===== src/rtl/bbc_mem_pkg.sv =====
package bbc_mem_pkg;

// CPU side of the host bus
typedef logic [15:0] cpu_addr_t;
typedef logic [7:0]  cpu_data_t;

// Access control register flags, bit 7 down to bit 0
typedef struct packed {
	logic irr;
	logic tst;
	logic ifj;
	logic itu;
	logic y;
	logic x;
	logic e;
	logic d;
} acccon_bits_t;

// Same byte seen as bus data or as individual control flags
typedef union packed {
	cpu_data_t    raw;
	acccon_bits_t flags;
} acccon_u;

// SHEILA registers kept in this block
localparam cpu_addr_t ROMSEL_ADDR = 16'hFE30;
localparam cpu_addr_t ACCCON_ADDR = 16'hFE34;

// VDU driver code lives in 0xC000-0xDFFF
localparam logic [2:0] VDU_PAGE = 3'b110;

// Shadow window 0x3000-0x7FFF
// 0x3000-0x3FFF by nibble, 0x4000-0x7FFF by quarter
localparam logic [3:0] SHADOW_LO_PAGE    = 4'h3;
localparam logic [1:0] SHADOW_HI_QUARTER = 2'b01;

endpackage


===== src/rtl/bbc_video_pkg.sv =====
package bbc_video_pkg;

// CRTC refresh address and the row bits needed for bitmap modes
typedef logic [13:0] crtc_ma_t;
typedef logic [2:0]  crtc_ra_t;

// Address into the 32K display RAM
typedef logic [14:0] disp_addr_t;

// Wrap selector from IC32 bits 5..4
typedef logic [1:0] disp_offs_t;

// Page offsets added when the CRTC runs past 0x8000
// Mode 3 restarts at 0x4000
localparam logic [3:0] WRAP_MODE3   = 4'd8;
// Mode 6 restarts at 0x6000
localparam logic [3:0] WRAP_MODE6   = 4'd12;
// Modes 0, 1 and 2 restart at 0x3000
localparam logic [3:0] WRAP_MODE012 = 4'd6;
// Modes 4 and 5 restart at 0x5800
localparam logic [3:0] WRAP_MODE45  = 4'd11;

// Teletext screen sits at 0x3C00 or 0x7C00
localparam logic [3:0] TTX_FILL = 4'b1111;

endpackage


===== src/rtl/sheila_regs.sv =====
`timescale 1ns/1ps

module sheila_regs (
	input  logic                     CLK32M_I,
	input  logic                     reset_n,
	input  logic                     model_i,
	input  logic                     cpu_clken_i,
	input  bbc_mem_pkg::cpu_addr_t   cpu_a_i,
	input  bbc_mem_pkg::cpu_data_t   cpu_do_i,
	input  logic                     cpu_r_nw_i,
	input  logic [3:0]               sys_via_pb_i,
	output bbc_mem_pkg::cpu_data_t   romsel_o,
	output bbc_mem_pkg::acccon_u     acccon_o,
	output logic [7:0]               ic32_o,
	output bbc_video_pkg::disp_offs_t disp_offs_o,
	output bbc_mem_pkg::cpu_data_t   regs_do_o,
	output logic                     regs_hit_o
);

import bbc_mem_pkg::*;

cpu_data_t  romsel_q;
acccon_u    acccon_q;
logic [7:0] ic32_q;

logic romsel_sel;
logic acccon_sel;
logic reg_wr;

assign romsel_sel = (cpu_a_i == ROMSEL_ADDR);
assign acccon_sel = (cpu_a_i == ACCCON_ADDR);
assign reg_wr     = cpu_clken_i & ~cpu_r_nw_i;

always_ff @(posedge CLK32M_I) begin
	if (!reset_n) begin
		romsel_q <= '0;
		acccon_q <= '0;
	end else begin
		if (reg_wr && romsel_sel) begin
			romsel_q <= cpu_do_i;
		end
		// Model B has no bit 7 in the ROM select latch
		if (!model_i) begin
			romsel_q[7] <= 1'b0;
		end
		if (reg_wr && acccon_sel) begin
			acccon_q.raw <= cpu_do_i;
		end
	end
end

// IC32 addressable latch, PB2..0 picks the bit and PB3 is its value
always_ff @(posedge CLK32M_I) begin
	if (!reset_n) begin
		ic32_q <= '0;
	end else begin
		ic32_q[sys_via_pb_i[2:0]] <= sys_via_pb_i[3];
	end
end

// Readback, ROM select only visible on the Master
always_comb begin
	regs_hit_o = 1'b0;
	regs_do_o  = '0;
	if (acccon_sel) begin
		regs_hit_o = 1'b1;
		regs_do_o  = acccon_q.raw;
	end else if (romsel_sel && model_i) begin
		regs_hit_o = 1'b1;
		regs_do_o  = romsel_q;
	end
end

assign romsel_o    = romsel_q;
assign acccon_o    = acccon_q;
assign ic32_o      = ic32_q;
// Screen wrap selector
assign disp_offs_o = ic32_q[5:4];

// Model B never holds bit 7 in the latch
romsel_b7_model_b: assert property (@(posedge CLK32M_I) disable iff (!reset_n)
	!model_i |-> !romsel_q[7]);

endmodule


===== src/rtl/shadow_select.sv =====
`timescale 1ns/1ps

module shadow_select (
	input  logic                   CLK32M_I,
	input  logic                   reset_n,
	input  logic                   cpu_clken_i,
	input  bbc_mem_pkg::cpu_addr_t cpu_a_i,
	input  logic                   cpu_sync_i,
	input  bbc_mem_pkg::acccon_u   acccon_i,
	output logic                   shadow_ram_o
);

import bbc_mem_pkg::*;

// Last opcode fetch came from the VDU driver area
logic vdu_op_q;
logic in_window;
logic vdu_access;

always_ff @(posedge CLK32M_I) begin
	if (!reset_n) begin
		vdu_op_q <= 1'b0;
	end else if (cpu_clken_i && cpu_sync_i) begin
		vdu_op_q <= (cpu_a_i[15:13] == VDU_PAGE);
	end
end

assign in_window = (cpu_a_i[15:12] == SHADOW_LO_PAGE) ||
	(cpu_a_i[15:14] == SHADOW_HI_QUARTER);

// Data accesses made by VDU code, never the opcode fetch itself
assign vdu_access = acccon_i.flags.e & vdu_op_q & ~cpu_sync_i;

// X maps the whole window, E only for the VDU driver
assign shadow_ram_o = in_window & (acccon_i.flags.x | vdu_access);

endmodule


===== src/rtl/display_addr.sv =====
`timescale 1ns/1ps

module display_addr (
	input  bbc_video_pkg::crtc_ma_t   crtc_ma_i,
	input  bbc_video_pkg::crtc_ra_t   crtc_ra_i,
	input  bbc_video_pkg::disp_offs_t disp_offs_i,
	output bbc_video_pkg::disp_addr_t disp_a_o
);

import bbc_video_pkg::*;

logic [3:0] wrap_offs;
logic [3:0] page;
disp_addr_t ttx_addr;
disp_addr_t hires_addr;

// Offset depends on how big the current screen is
always_comb begin
	case (disp_offs_i)
		2'b00: wrap_offs = WRAP_MODE3;
		2'b01: wrap_offs = WRAP_MODE6;
		2'b10: wrap_offs = WRAP_MODE012;
		2'b11: wrap_offs = WRAP_MODE45;
	endcase
end

// MA12 set means the CRTC has run past 0x8000
// Page add wraps modulo 16
assign page = crtc_ma_i[12] ? (crtc_ma_i[11:8] + wrap_offs) : crtc_ma_i[11:8];

// Teletext keeps a 1K screen, only page bit 3 picks the half
assign ttx_addr = {page[3], TTX_FILL, crtc_ma_i[9:0]};

// Bitmap modes step eight rows per character cell
assign hires_addr = {page, crtc_ma_i[7:0], crtc_ra_i};

assign disp_a_o = crtc_ma_i[13] ? ttx_addr : hires_addr;

endmodule


===== src/rtl/bbc_mem_top.sv =====
`timescale 1ns/1ps

module bbc_mem_top (
	input  logic                     CLK32M_I,
	input  logic                     reset_n,
	input  logic                     model_i,
	input  logic                     cpu_clken_i,
	input  logic                     cpu_phi0_i,
	input  bbc_mem_pkg::cpu_addr_t   cpu_a_i,
	input  bbc_mem_pkg::cpu_data_t   cpu_do_i,
	input  logic                     cpu_r_nw_i,
	input  logic                     cpu_sync_i,
	input  logic [3:0]               sys_via_pb_i,
	input  bbc_video_pkg::crtc_ma_t  crtc_ma_i,
	input  bbc_video_pkg::crtc_ra_t  crtc_ra_i,
	output bbc_mem_pkg::cpu_addr_t   mem_adr_o,
	output logic                     mem_we_o,
	output bbc_mem_pkg::cpu_data_t   romsel_o,
	output bbc_mem_pkg::cpu_data_t   regs_do_o,
	output logic                     regs_hit_o,
	output logic [7:0]               ic32_o,
	output logic                     shadow_ram_o,
	output logic                     shadow_vid_o,
	output logic                     acc_y_o,
	output logic                     acc_irr_o
);

import bbc_mem_pkg::*;
import bbc_video_pkg::*;

acccon_u    acccon;
disp_offs_t disp_offs;
disp_addr_t disp_a;

sheila_regs u_sheila_regs (
	.CLK32M_I    (CLK32M_I),
	.reset_n     (reset_n),
	.model_i     (model_i),
	.cpu_clken_i (cpu_clken_i),
	.cpu_a_i     (cpu_a_i),
	.cpu_do_i    (cpu_do_i),
	.cpu_r_nw_i  (cpu_r_nw_i),
	.sys_via_pb_i(sys_via_pb_i),
	.romsel_o    (romsel_o),
	.acccon_o    (acccon),
	.ic32_o      (ic32_o),
	.disp_offs_o (disp_offs),
	.regs_do_o   (regs_do_o),
	.regs_hit_o  (regs_hit_o)
);

shadow_select u_shadow_select (
	.CLK32M_I    (CLK32M_I),
	.reset_n     (reset_n),
	.cpu_clken_i (cpu_clken_i),
	.cpu_a_i     (cpu_a_i),
	.cpu_sync_i  (cpu_sync_i),
	.acccon_i    (acccon),
	.shadow_ram_o(shadow_ram_o)
);

display_addr u_display_addr (
	.crtc_ma_i  (crtc_ma_i),
	.crtc_ra_i  (crtc_ra_i),
	.disp_offs_i(disp_offs),
	.disp_a_o   (disp_a)
);

// CPU owns the RAM during PHI0, video fetches in the other half
assign mem_adr_o = cpu_phi0_i ? cpu_a_i : {1'b0, disp_a};
assign mem_we_o  = cpu_phi0_i & ~cpu_r_nw_i;

assign shadow_vid_o = acccon.flags.d;
assign acc_y_o      = acccon.flags.y;
assign acc_irr_o    = acccon.flags.irr;

// Teletext fetches land in the top 1K of the lower 32K
ttx_fetch_addr: assert property (@(posedge CLK32M_I) disable iff (!reset_n)
	(!cpu_phi0_i && crtc_ma_i[13]) |->
	(mem_adr_o[15] == 1'b0 && mem_adr_o[13:10] == TTX_FILL));

endmodule


===== config.mk =====
export PLATFORM = sky130hd
export DESIGN_NAME = bbc_mem_top
export DESIGN_NICKNAME = d
export VERILOG_FILES = /design/src/rtl/bbc_mem_pkg.sv /design/src/rtl/bbc_video_pkg.sv /design/src/rtl/sheila_regs.sv /design/src/rtl/shadow_select.sv /design/src/rtl/display_addr.sv /design/src/rtl/bbc_mem_top.sv
export SDC_FILE = /design/constraint.sdc
export NUM_CORES = 1
export LEC_CHECK = 0
export BUFFER_PORTS_ARGS = -buffer_cell sky130_fd_sc_hd__buf_2
export CORE_MARGIN = 2
export CORE_UTILIZATION = 40
export CTS_BUF_LIST = sky130_fd_sc_hd__clkbuf_4 sky130_fd_sc_hd__clkbuf_8 sky130_fd_sc_hd__clkbuf_16
export DETAILED_ROUTE_END_ITERATION = 7
export PLACE_DENSITY = 0.86
export SYNTH_ARGS = -nofsm -noshare
export SYNTH_HDL_FRONTEND = slang
export SYNTH_SLANG_ARGS = --single-unit

===== constraint.sdc =====
create_clock -name CLK32M_I -period 1.72 [get_ports CLK32M_I]
set_clock_uncertainty 0.15 [all_clocks]
set_input_delay 0.172 -clock CLK32M_I [delete_from_list [all_inputs] [get_ports CLK32M_I]]
set_output_delay 0.172 -clock CLK32M_I [all_outputs]
set_load 0.05 [all_outputs]

Yosys cells after proc, flatten, opt, wreduce, memory -nomap -nowiden
Cells that the tools add are included.
{"block": "totals", "regBits": 25, "wordCells": 43, "in_bits": 52, "output_inout_bits": 46}
{"block": "op_classes", "n_addsub": 1, "eq_ne": 8, "reduce_logical": 8, "n_lt_le_gt_ge": 2, "n_mux": 11, "bitwise": 8}
{"op": "16-bit == test (second input constant)", "count": 2}
{"op": "16-bit two-way mux", "count": 1}
{"op": "8-bit two-way mux", "count": 2}
{"op": "4-bit case mux with 4 select lines", "count": 1}
{"op": "14-bit two-way mux", "count": 1}
{"op": "8-bit bitwise mux", "count": 1}
{"op": "1-bit AND", "count": 5}
{"op": "1-bit logical AND", "count": 5}
{"op": "4-bit adder", "count": 1}
{"op": "2-bit by 1-bit == test with 1-bit output (second input constant)", "count": 2}
{"op": "2-bit == test (second input constant)", "count": 2}
{"op": "4-bit by 2-bit == test with 1-bit output (second input constant)", "count": 1}
{"op": "3-bit by 4-bit < comparator with 1-bit output (second input constant)", "count": 1}
{"op": "4-bit two-way mux", "count": 1}
{"op": "1-bit demux with 3-bit select", "count": 1}
{"op": "3-bit == test (second input constant)", "count": 1}
{"op": "3-bit by 1-bit >= comparator with 1-bit output (second input constant)", "count": 1}
{"op": "1-bit two-way mux", "count": 3}
{"op": "2-bit logical NOT", "count": 1}
{"op": "1-bit inverter", "count": 2}
{"op": "2-bit AND reduction", "count": 1}
{"op": "1-bit logical OR", "count": 1}
{"op": "1-bit OR", "count": 1}

Logic depth before layout (Yosys ltp)
Gate-level depths: netlist of the first run.
{"block": "depth", "depth_word": 6, "ltp_mapped": 9, "mapped_depth_nobuf": 9}

Hierarchy
A second synthesis of the first run with hierarchy kept.
{"block": "unflattened", "cells_unflattened": 199, "area_unflattened_um2": 1856.8}
{"mod": "sheila_regs", "seq_area_each_um2": 480.5, "cells_per_inst": 123, "instances": 1, "area_each_um2": 1144.8}
{"mod": "display_addr", "seq_area_each_um2": 0.0, "cells_per_inst": 48, "instances": 1, "area_each_um2": 381.6}
{"mod": "bbc_mem_top", "seq_area_each_um2": 0.0, "cells_per_inst": 19, "instances": 1, "area_each_um2": 242.7}
{"mod": "shadow_select", "seq_area_each_um2": 20.0, "cells_per_inst": 9, "instances": 1, "area_each_um2": 87.6}

Worst setup path before layout of the first run
No wires, ideal clock.
{"block": "synth_timing", "kind": "flip-flop to output port", "startpoint": "register u_sheila_regs.ic32_q[4], in the netlist u_sheila_regs.ic32_o[4]", "endpoint": "output mem_adr_o[12]", "n_path_buf": 0, "required_time_ns": 1.398, "arrival_ns": 2.872, "path_stages_with_launch": 8, "slack_ns": -1.474, "cell_sequence": "dfxtp_1 inv_1 ha_1 nor2_1 nor2_1 fa_1 a211oi_1 o21ai_0"}
{"block": "synth_between", "elab_chain_len": 6, "word_cells_on_any_way": 9, "cone_classes": "add/sub (1); eq/ne (3); mux (4); reduce/logical (1)"}
{"element": "start: declaration", "line_no": "sheila_regs.sv:24", "text": "logic [7:0] ic32_q;"}
{"element": "start signal: indexed assignment", "line_no": "sheila_regs.sv:57", "text": "ic32_q[sys_via_pb_i[2:0]] <= sys_via_pb_i[3];"}
{"element": "2-bit == test, or another cell as far along", "line_no": "display_addr.sv:19", "text": "case (disp_offs_i)"}
{"element": "4-bit case mux with 4 select lines *", "line_no": "display_addr.sv:19"}
{"element": "4-bit adder *", "line_no": "display_addr.sv:29", "text": "assign page = crtc_ma_i[12] ? (crtc_ma_i[11:8] + wrap_offs) : crtc_ma_i[11:8];"}
{"element": "4-bit two-way mux *", "line_no": "display_addr.sv:29"}
{"element": "14-bit two-way mux *", "line_no": "display_addr.sv:37", "text": "assign disp_a_o = crtc_ma_i[13] ? ttx_addr : hires_addr;"}
{"element": "16-bit two-way mux *", "line_no": "bbc_mem_top.sv:70", "text": "assign mem_adr_o = cpu_phi0_i ? cpu_a_i : {1'b0, disp_a};"}
{"element": "end: declaration", "line_no": "bbc_mem_top.sv:16", "text": "output bbc_mem_pkg::cpu_addr_t mem_adr_o,"}
Mark *: on every way between the ends. The rest lies on a longest branch, timed or not.

Final worst setup path of the first run
{"block": "layout_timing", "startpoint": "register u_sheila_regs.ic32_q[4], in the netlist u_sheila_regs.ic32_o[4]", "endpoint": "output mem_adr_o[13]"}
Same word-level chain as after synthesis.

==> flow_metrics.py, run 1 <==
metrics = {
    "detailed_routing": {
        "drcViolationCount": 0,
        "first_iter_violations": 41,
        "vias": 2016,
        "drt_first_pass_iters": 4,
        "ant_nets": 0,
        "via_per_inst": 5.17,
        "wl_per_cell_um": 14.9,
        "routed_wl_um": 5800,
    },
    "critical_path": {
        "critPathKind": "flip-flop to output port",
        "crit_path_start_kind": "flip-flop",
        "arrival_ps": 2040,
        "r2r_slack_ps": 690,
        "crit_chain": "ha_2 -> nor2_4 -> nor2_4 -> fa_2 -> xnor2_1 -> a21oi_1 -> nor3_2 -> a21oi_4 -> buf_6",
        "crit_required_ps": 1400,
        "crit_path_max_incr_delay_ps": 370,
        "end_kind": "output port",
        "rr_startpoint": "u_sheila_regs.ic32_o[5]$_SDFFE_PN0P_",
        "path_common_cell": "nor2_4",
        "crit_path_top_delay_cell": "fa_2",
        "reg2reg_depth": 5,
        "worst-path-max-fanout": 3,
        "r2r-end": "u_sheila_regs.ic32_o[5]$_SDFFE_PN0P_",
    },
    "global_route": {
        "grt.overflow.total": 0,
        "grt_use_total_pct": 23.3,
        "grt_pass1_wl_um": 9260,
        "grt_max_degree": 35,
        "antenna_found_initial": 0,
        "grt_pass1_vias": 2003,
    },
    "final_layout": {
        "drive_gt1_share_pct": 55.0,
        "antenna_cells": 0,
        "final_common_cell": "buf_2",
        "fin_area_um2": 3090,
        "nNetsFinal": 398,
        "fill_cells": 315,
        "stdcell_count": 390,
        "areaGrowthSynthToFinish_pct": 74.8,
        "final_cell_mix": "84 x buf_2, 40 x nand2_1, 32 x mux2i_1",
    },
    "min_path": {
        "min_path_type": "input pin to flip-flop",
        "holdPathStages": 3,
        "min_from": "cpu_do_i[5]",
        "min_to": "u_sheila_regs.acccon_o[5]$_SDFFE_PN0P_",
    },
    "clock_tree": {
        "clockBufferDepth": 2,
        "clock_latency_ps": 270,
        "cts_root_buf": "clkbuf_8",
        "cts_sinks": 25,
        "cts_tree": "yes",
        "cts_buffers": 3,
        "cts.clk_slew.worst_paths_ps": 90,
        "h-tree-depth": 1,
    },
    "sta": {
        "rsz0062_at_grt": "yes",
        "fmax_mhz": 422,
        "holdWs_ps": 9.01,
        "tns_ps": -5200,
        "min_period_over_period_pct": 138,
        "fin_crit_ps": 2370,
        "worstMarginPinSlew_ps": 545,
        "slew_headroom_pct": 63.7,
        "setup_viol": 14,
        "hold_viol": 0,
        "setup_ws_ps": -647,
        "finalMaxSlewViolations": 0,
    },
    "synth": {
        "synth_mux_area_share_pct": 22.7,
        "ys_ff_latch": 25,
        "synth-compound-area-share_pct": 8.50,
        "ys_types": 35,
        "syn_inst": 219,
        "synth_top_family_by_area": "simple AND/OR/NAND/NOR gates",
        "ys_seq_area_share_pct": 28.3,
        "synth_area_um2": 1770,
        "synthesis.nets": 278,
        "synth_edf_count": 0,
        "synthSimpleGateAreaFrac_pct": 29.7,
        "synth-adder-area-share_pct": 5.39,
        "synth_xor_area_share_pct": 0.496,
        "synth-main-ff-cell": "dfxtp_1",
        "avgSynthCellArea_um2": 8.06,
        "synthArstFlopShare_pct": 0,
        "yosysWarningCount": 0,
    },
    "job": {
        "maxCapViolations": 0,
    },
    "placed_design": {
        "post_dp_cell_area_um2": 2700,
        "routabilityCongestion": 0.932,
        "place_inst": 380,
        "io_buffers": 97,
        "hpwl_um": 4180,
    },
    "power_and_ir_drop": {
        "worst_ir_drop_vdd_mv": 0.438,
        "p_leak_nw": 1.48,
        "power.density_nw_per_um2": 470,
        "p_total_mw": 1.45,
    },
    "floorplanning": {
        "dieArea_um2": 4960,
        "die_y_um": 70.4,
        "core_area_um2": 4290,
        "die_w_um": 70.4,
        "initial_utilization_pct": 41.1,
        "rows": 24,
        "pin_count": 98,
    },
    "run_status": {
        "status": "complete, but fails checks",
        "violations": "negative setup slack",
    },
}
[flip-flops by register name, indices dropped and copies added (netlist names)]
signal                    flops
u_shadow_select.vdu_op_q      1
u_sheila_regs.acccon_o        8
u_sheila_regs.ic32_o          8
u_sheila_regs.romsel_o        8
[critical path, delay by kind of cell (launching register included)]
| kind | cells | cell delay, ps |
|---|---|---|
| compound gates | 2 | 290 |
| xor+xnor | 1 | 130 |
| fa+ha+maj | 2 | 580 |
| buf+inv | 1 | 170 |
| flops | 1 | 360 |
| simple gates | 3 | 240 |
[synth_stat cells (2+ instances only)]
cell type | number | area, µm²
nor2b_1 | 14 | 87.6
clkbuf_1 | 12 | 45.0
ha_1 | 6 | 75.1
nor3b_1 | 5 | 37.5
inv_1 | 5 | 18.8
nand3b_1 | 2 | 15.0
dfxtp_1 | 25 | 500
nand2_1 | 40 | 150
a21oi_1 | 8 | 40.0
nor2_1 | 17 | 63.8
nor3_1 | 5 | 25.0
mux2i_1 | 40 | 400
nand3_1 | 5 | 25.0
o21ai_0 | 13 | 65.1
a211oi_1 | 2 | 15.0
[layer usage]
metal / vias up / wire length [µm] / track usage (%)
met1: 930 / 2260 / 27.0
met4: 0 / 122 / 8.33
met2: 75 / 3090 / 43.4
li1: 998 / - / -
met5: - / 0 / 0
met3: 13 / 335 / 2.60
[through the flow]
stage	worst slack, ps	util, %
floorplan	-403	-
global placement	-429	62.8
detailed placement	-464	62.8
CTS	-676	71.8
global route	-711	71.9
finish	-647	71.9
[repair_timing]
| action | CTS | global route |
|---|---|---|
| hold buffers | 1 | 0 |
| setup endpoints to repair | 13 | 21 |
| resized for setup | 58 | 5 |
| cloned | 2 | 0 |
| pin swaps | 11 | 2 |
| endpoints found under the hold margin | 1 | 0 |
| setup buffers | 4 | 0 |
[how the worst max path moves through the flow]
stage,endpoint,depth (start not counted),start
2_1_floorplan,mem_adr_o[13],9,u_sheila_regs.ic32_o[4]$_SDFFE_PN0P_
3_3_place_gp,mem_adr_o[14],6,u_sheila_regs.ic32_o[4]$_SDFFE_PN0P_
3_5_place_dp,mem_adr_o[14],6,u_sheila_regs.ic32_o[4]$_SDFFE_PN0P_
4_1_cts,mem_adr_o[13],9,u_sheila_regs.ic32_o[4]$_SDFFE_PN0P_
5_1_grt,mem_adr_o[13],9,u_sheila_regs.ic32_o[4]$_SDFFE_PN0P_
6_report,mem_adr_o[13],9,u_sheila_regs.ic32_o[4]$_SDFFE_PN0P_
[cell type report]
type	count	area (µm²)	share of cell area, %
multi-input combinational	174	1520	49.3
timing repair buffer	130	918	29.8
sequential	25	508	16.5
tap	52	65.1	2.11
clock buffer	3	41.3	1.34
inverter	5	26.3	0.851
clock inverter	1	5.00	0.162
[report_power, final]
| group | total (mW) | internal (mW) | leakage (nW) | switching (mW) |
|---|---|---|---|---|
| sequential | 0.588 | 0.583 | 0.203 | 0.00449 |
| clock | 0.351 | 0.162 | 0.0255 | 0.189 |
| combinational | 0.513 | 0.192 | 1.25 | 0.321 |
[logic make-up after synthesis]
logic type / Yosys count
and+or+nand+nor: 99
muxes: 40
AOI/OAI and AO/OA: 27
DFF: 25
buffers and inverters: 20
adders and majority gates: 7
xor gates and xnor gates: 1
Power figures use the tool's default switching activity.
==> inputs of run 2 (changes only) <==
SETUP_SLACK_MARGIN = 0.02   (was unset)
==> flow_metrics.py, run 2 (synthesized netlist as in run 1, its figures left out) <==
metrics = {
    "global_route": {
        "antenna_found_initial": 0,
        "grt_pass1_wl_um": 8760,
        "grt.overflow.total": 0,
        "grt_use_total_pct": 21.6,
        "grt_max_degree": 35,
        "grt_pass1_vias": 1993,
    },
    "run_status": {
        "status": "complete, but fails checks",
        "violations": "negative setup slack",
    },
    "sta": {
        "finalMaxSlewViolations": 0,
        "fmax_mhz": 423,
        "setup_viol": 13,
        "hold_viol": 0,
        "setup_ws_ps": -646,
        "rsz0062_at_grt": "yes",
        "tns_ps": -4920,
        "holdWs_ps": 11.2,
        "slew_headroom_pct": 64.6,
        "worstMarginPinSlew_ps": 531,
        "fin_crit_ps": 2370,
        "min_period_over_period_pct": 138,
    },
    "placed_design": {
        "hpwl_um": 4120,
        "place_ws_ps": -468,
        "routabilityCongestion": 0.883,
        "io_buffers": 97,
    },
    "power_and_ir_drop": {
        "switching_share_pct": 35.2,
        "clkPwrFrac_pct": 24.3,
        "seq_power_share_pct": 39.8,
        "p_total_mw": 1.48,
        "p_int_uw": 958,
        "power_frac_comb_pct": 36.0,
        "p_leak_nw": 1.49,
        "power.density_nw_per_um2": 475,
        "worst_ir_drop_vdd_mv": 0.499,
        "switchingPower_uw": 521,
    },
    "detailed_routing": {
        "via_per_inst": 5.16,
        "vias": 2022,
        "wl_per_cell_um": 14.4,
        "routed_wl_um": 5640,
        "ant_nets": 0,
        "drt_first_pass_iters": 4,
        "first_iter_violations": 40,
        "drcViolationCount": 0,
    },
    "critical_path": {
        "crit_path_start_kind": "flip-flop",
        "critPathKind": "flip-flop to output port",
        "arrival_ps": 2040,
        "end_kind": "output port",
        "crit_required_ps": 1400,
        "worst-path-max-fanout": 3,
    },
    "floorplanning": {
        "die_w_um": 70.4,
        "pin_count": 98,
        "core_area_um2": 4290,
        "die_y_um": 70.4,
        "dieArea_um2": 4960,
        "initial_utilization_pct": 41.1,
        "rows": 24,
    },
    "final_layout": {
        "antenna_cells": 0,
        "multi_input_area_um2": 1570,
        "areaGrowthSynthToFinish_pct": 76.3,
        "nNetsFinal": 400,
        "ff_latch_area_um2": 508,
        "final_common_cell": "buf_2",
        "final_cell_mix": "82 x buf_2, 40 x nand2_1, 32 x mux2i_1",
        "drive_gt1_share_pct": 56.5,
        "fill_cells": 314,
    },
    "job": {
        "maxCapViolations": 0,
    },
    "clock_tree": {
        "cts_sinks": 25,
        "clock_latency_ps": 270,
        "cts_buffers": 3,
        "h-tree-depth": 1,
        "cts_tree": "yes",
        "cts_root_buf": "clkbuf_8",
        "cts.clk_slew.worst_paths_ps": 90,
        "clockBufferDepth": 2,
    },
    "min_path": {
        "min_path_type": "input pin to flip-flop",
    },
}
-- run 2: cell types whose count changed in the layout (fill, tap and decap cells not counted), sizes merged --
cell / change
buf: +3
clkinv: -2
clkbuf: -1
inv: +2
-- run 2: area by class of cell --
cell class              instances  area share (%)
clock buffers                   3            1.33
flip-flops and latches         25            16.3
clock inverters                 1           0.281
repair buffers                132            28.9
multi-input cells             174            50.3
well taps                      52            2.09
inverters                       5           0.764
-- run 2: power by group through the flow --
stage                     Sequential, mW  Clock (mW)  Combinational (mW)
final                              0.588       0.359               0.532
after global routing               0.590       0.402               0.562
after CTS                          0.589       0.371               0.519
after detailed placement           0.601           0               0.488
after global placement             0.601           0               0.481
after floorplan                    0.623           0               0.292
-- run 2: metrics by stage --
step,util (%),area (µm²),std cells
floorplan,-,1990,219
global placement,62.9,2700,380
detailed placement,62.9,2700,380
CTS,71.0,3050,389
global route,72.5,3110,392
finish,72.5,3110,392
-- run 2: layer usage --
metal / vias up / track usage (%) / wire length (µm)
met2: 82 / 39.2 / 2870
met3: 14 / 3.03 / 389
met1: 920 / 25.4 / 2210
met5: - / 0 / 0
li1: 1006 / - / -
met4: 0 / 8.12 / 170
-- run 2: critical path, cell delays in order (launching register included) --
cell     delay [ps]
dfxtp_4         390
inv_4            50
ha_4            170
nor2_4          100
nor2_4           50
ha_1            280
a21oi_2         140
nor2b_1          90
a211o_1         280
nand3_4          90
buf_8           140
-- run 2: final timing paths --
check                                                             from                                     end  slack (ps)  depth (start not counted)
worst max-delay path              u_sheila_regs.ic32_o[4]$_SDFFE_PN0P_                           mem_adr_o[14]        -650                         10
worst min-delay path                                       cpu_do_i[5]  u_sheila_regs.acccon_o[5]$_SDFFE_PN0P_          10                          3
worst max register to register    u_sheila_regs.ic32_o[4]$_SDFFE_PN0P_    u_sheila_regs.ic32_o[4]$_SDFFE_PN0P_         610                          6
worst min register to register  u_sheila_regs.acccon_o[5]$_SDFFE_PN0P_  u_sheila_regs.acccon_o[5]$_SDFFE_PN0P_         360                          2
-- run 2: timing repair --
action	in CTS	in global routing
gates cloned	1	0
endpoints found under the hold margin	0	1
gates resized for setup	58	10
setup buffers	4	3
pin swaps	17	8
endpoints found under the setup margin	13	21
hold buffers	0	1
==> inputs of run 3 (changes only) <==
ABC_AREA = 1   (was unset)
CORE_UTILIZATION = 41   (was 40)
PLACE_DENSITY = 0.87   (was 0.86)
==> flow_metrics.py, run 3 <==
metrics = {
    "run_status": {
        "status": "complete, but fails checks",
        "violations": "negative setup slack",
    },
    "synth": {
        "yosysWarningCount": 0,
        "syn_inst": 288,
        "avgSynthCellArea_um2": 6.37,
        "synth_mux_area_share_pct": 0,
        "synth-main-ff-cell": "dfxtp_1",
        "synthSimpleGateAreaFrac_pct": 37.4,
        "synthArstFlopShare_pct": 0,
        "synthTopCellsByCount": "71 x nand2_1, 42 x a21oi_1, 37 x inv_1",
        "synth-compound-area-share_pct": 18.8,
        "synth_xor_area_share_pct": 0.477,
        "synth_top_family_by_area": "simple AND/OR/NAND/NOR gates",
        "synth_top_cell_by_area": "dfxtp_1",
        "synthTopCellsByArea": "dfxtp_1 27%, nand2_1 15%, a21oi_1 11%",
        "synth_top_area_share_pct": 27.3,
        "yosysMostFrequentCell": "nand2_1",
        "synth-adder-area-share_pct": 5.18,
        "synth_area_um2": 1840,
        "synthesis.nets": 347,
        "synth_edf_count": 0,
        "ys_ff_latch": 25,
        "ys_types": 29,
        "ys_seq_area_share_pct": 27.3,
    },
    "sta": {
        "slew_headroom_pct": 67.1,
        "finalMaxSlewViolations": 0,
        "hold_viol": 0,
        "setup_ws_ps": -533,
        "fin_crit_ps": 2250,
        "tns_ps": -1660,
        "min_period_over_period_pct": 131,
        "fmax_mhz": 444,
        "rsz0062_at_grt": "yes",
        "setup_viol": 6,
        "holdWs_ps": 24.5,
        "worstMarginPinSlew_ps": 493,
    },
    "clock_tree": {
        "h-tree-depth": 1,
        "clock_latency_ps": 270,
        "cts_tree": "yes",
        "cts.clk_slew.worst_paths_ps": 90,
        "cts_buffers": 3,
        "cts_root_buf": "clkbuf_8",
        "clockBufferDepth": 2,
        "cts_sinks": 25,
    },
    "power_and_ir_drop": {
        "power_frac_comb_pct": 36.6,
        "seq_power_share_pct": 39.2,
        "switching_share_pct": 36.6,
        "power.density_nw_per_um2": 506,
        "clkPwrFrac_pct": 24.3,
        "p_int_uw": 965,
        "switchingPower_uw": 557,
        "p_total_mw": 1.52,
        "worst_ir_drop_vdd_mv": 0.583,
        "p_leak_nw": 1.49,
    },
    "critical_path": {
        "worst-path-max-fanout": 3,
        "arrival_ps": 1930,
        "end_kind": "output port",
        "reg2reg_depth": 3,
        "critPathKind": "flip-flop to output port",
        "crit_start": "u_sheila_regs.ic32_o[4]$_SDFFE_PN0P_",
        "r2r-end": "u_sheila_regs.ic32_o[5]$_SDFFE_PN0P_",
        "critPathCapture": "mem_adr_o[13]",
        "r2r_slack_ps": 820,
        "rr_startpoint": "u_sheila_regs.ic32_o[5]$_SDFFE_PN0P_",
        "crit_path_start_kind": "flip-flop",
        "crit_required_ps": 1400,
    },
    "floorplanning": {
        "dieArea_um2": 5030,
        "pin_count": 98,
        "core_area_um2": 4320,
        "die_y_um": 70.9,
        "rows": 24,
        "die_w_um": 70.9,
        "initial_utilization_pct": 42.4,
    },
    "global_route": {
        "antenna_found_initial": 0,
        "grt_max_degree": 17,
        "grt_pass1_vias": 2202,
        "grt_use_total_pct": 23.3,
        "grt_pass1_wl_um": 9650,
        "grt.overflow.total": 0,
    },
    "min_path": {
        "min_path_type": "input pin to flip-flop",
        "holdPathStages": 3,
    },
    "detailed_routing": {
        "via_per_inst": 5.38,
        "wl_per_cell_um": 14.2,
        "routed_wl_um": 6600,
        "drcViolationCount": 0,
        "first_iter_violations": 265,
        "drt_first_pass_iters": 5,
        "vias": 2509,
        "ant_nets": 0,
    },
    "final_layout": {
        "final_common_cell": "buf_2",
        "fin_area_um2": 3010,
        "drive_gt1_share_pct": 45.7,
        "final_cell_mix": "82 x buf_2, 58 x nand2_1, 40 x a21oi_1",
        "areaGrowthSynthToFinish_pct": 64.0,
        "nNetsFinal": 474,
        "antenna_cells": 0,
    },
    "placed_design": {
        "hpwl_um": 4400,
        "place_ws_ps": -416,
        "io_buffers": 97,
        "post_dp_cell_area_um2": 2580,
        "routabilityCongestion": 0.902,
    },
    "job": {
        "maxCapViolations": 0,
    },
}
[run 3: cells by family after synthesis]
kind of cell,Yosys count
AOI/OAI and AO/OA,64
xor gates and xnor gates,1
adders and majority gates,7
buffers and inverters,50
DFF,25
and+or+nand+nor,141
[run 3: critical path, stage by stage, from the launching register on]
cell	delay, ps
dfxtp_4	390
inv_4	50
ha_4	160
nor2_4	120
nor2_4	50
fa_2	360
a21oi_2	110
o21ai_1	80
a22oi_2	160
buf_6	180
[run 3: timing repair]
action	in CTS	in global routing
cloned	2	1
gates resized for setup	27	46
hold endpoints to repair	1	0
setup endpoints to repair	12	13
hold buffers	1	0
pin swaps	8	18
setup buffers	1	8
[run 3: worst min path at each step]
stage | endpoint | slack [ps] | from
3_5_place_dp | u_sheila_regs.romsel_o[7]$_SDFFE_PN0P_ | 270 | model_i
3_3_place_gp | u_sheila_regs.romsel_o[7]$_SDFFE_PN0P_ | 280 | model_i
4_1_cts | u_sheila_regs.acccon_o[6]$_SDFFE_PN0P_ | 20 | cpu_do_i[6]
2_1_floorplan | u_sheila_regs.romsel_o[7]$_SDFFE_PN0P_ | 140 | model_i
6_report | u_sheila_regs.acccon_o[5]$_SDFFE_PN0P_ | 20 | cpu_do_i[5]
5_1_grt | u_sheila_regs.acccon_o[5]$_SDFFE_PN0P_ | 30 | cpu_do_i[5]
[run 3: power by group through the flow]
stage	clock (mW)	sequential, mW	combinational [mW]
floorplan	0	0.642	0.279
global placement	0	0.607	0.482
detailed placement	0	0.608	0.489
CTS	0.375	0.596	0.520
global route	0.404	0.598	0.594
finish	0.369	0.596	0.557
[run 3: metal layers]
layer  GRT usage, %  vias up  part of all wire [%]
li1               -     1218                     -
met1           29.1     1154                    38
met2           41.0      116                    52
met3           4.56       21                   6.4
met4           5.87        0                   2.7
met5              0        -                     0
[run 3: final cells by class]
type | instances | area (µm²)
fillers | 340 | 1310
flip-flops and latches | 25 | 508
inverters | 40 | 153
clock buffers | 4 | 48.8
well taps | 52 | 65.1
repair buffers | 130 | 898
multi-input cells | 215 | 1340
[run 3: stage by stage]
stage	cells	utilization (%)
2_1_floorplan	288	-
3_3_place_gp	449	59.7
3_5_place_dp	449	59.7
4_1_cts	457	63.9
5_1_grt	466	69.6
6_report	466	69.6
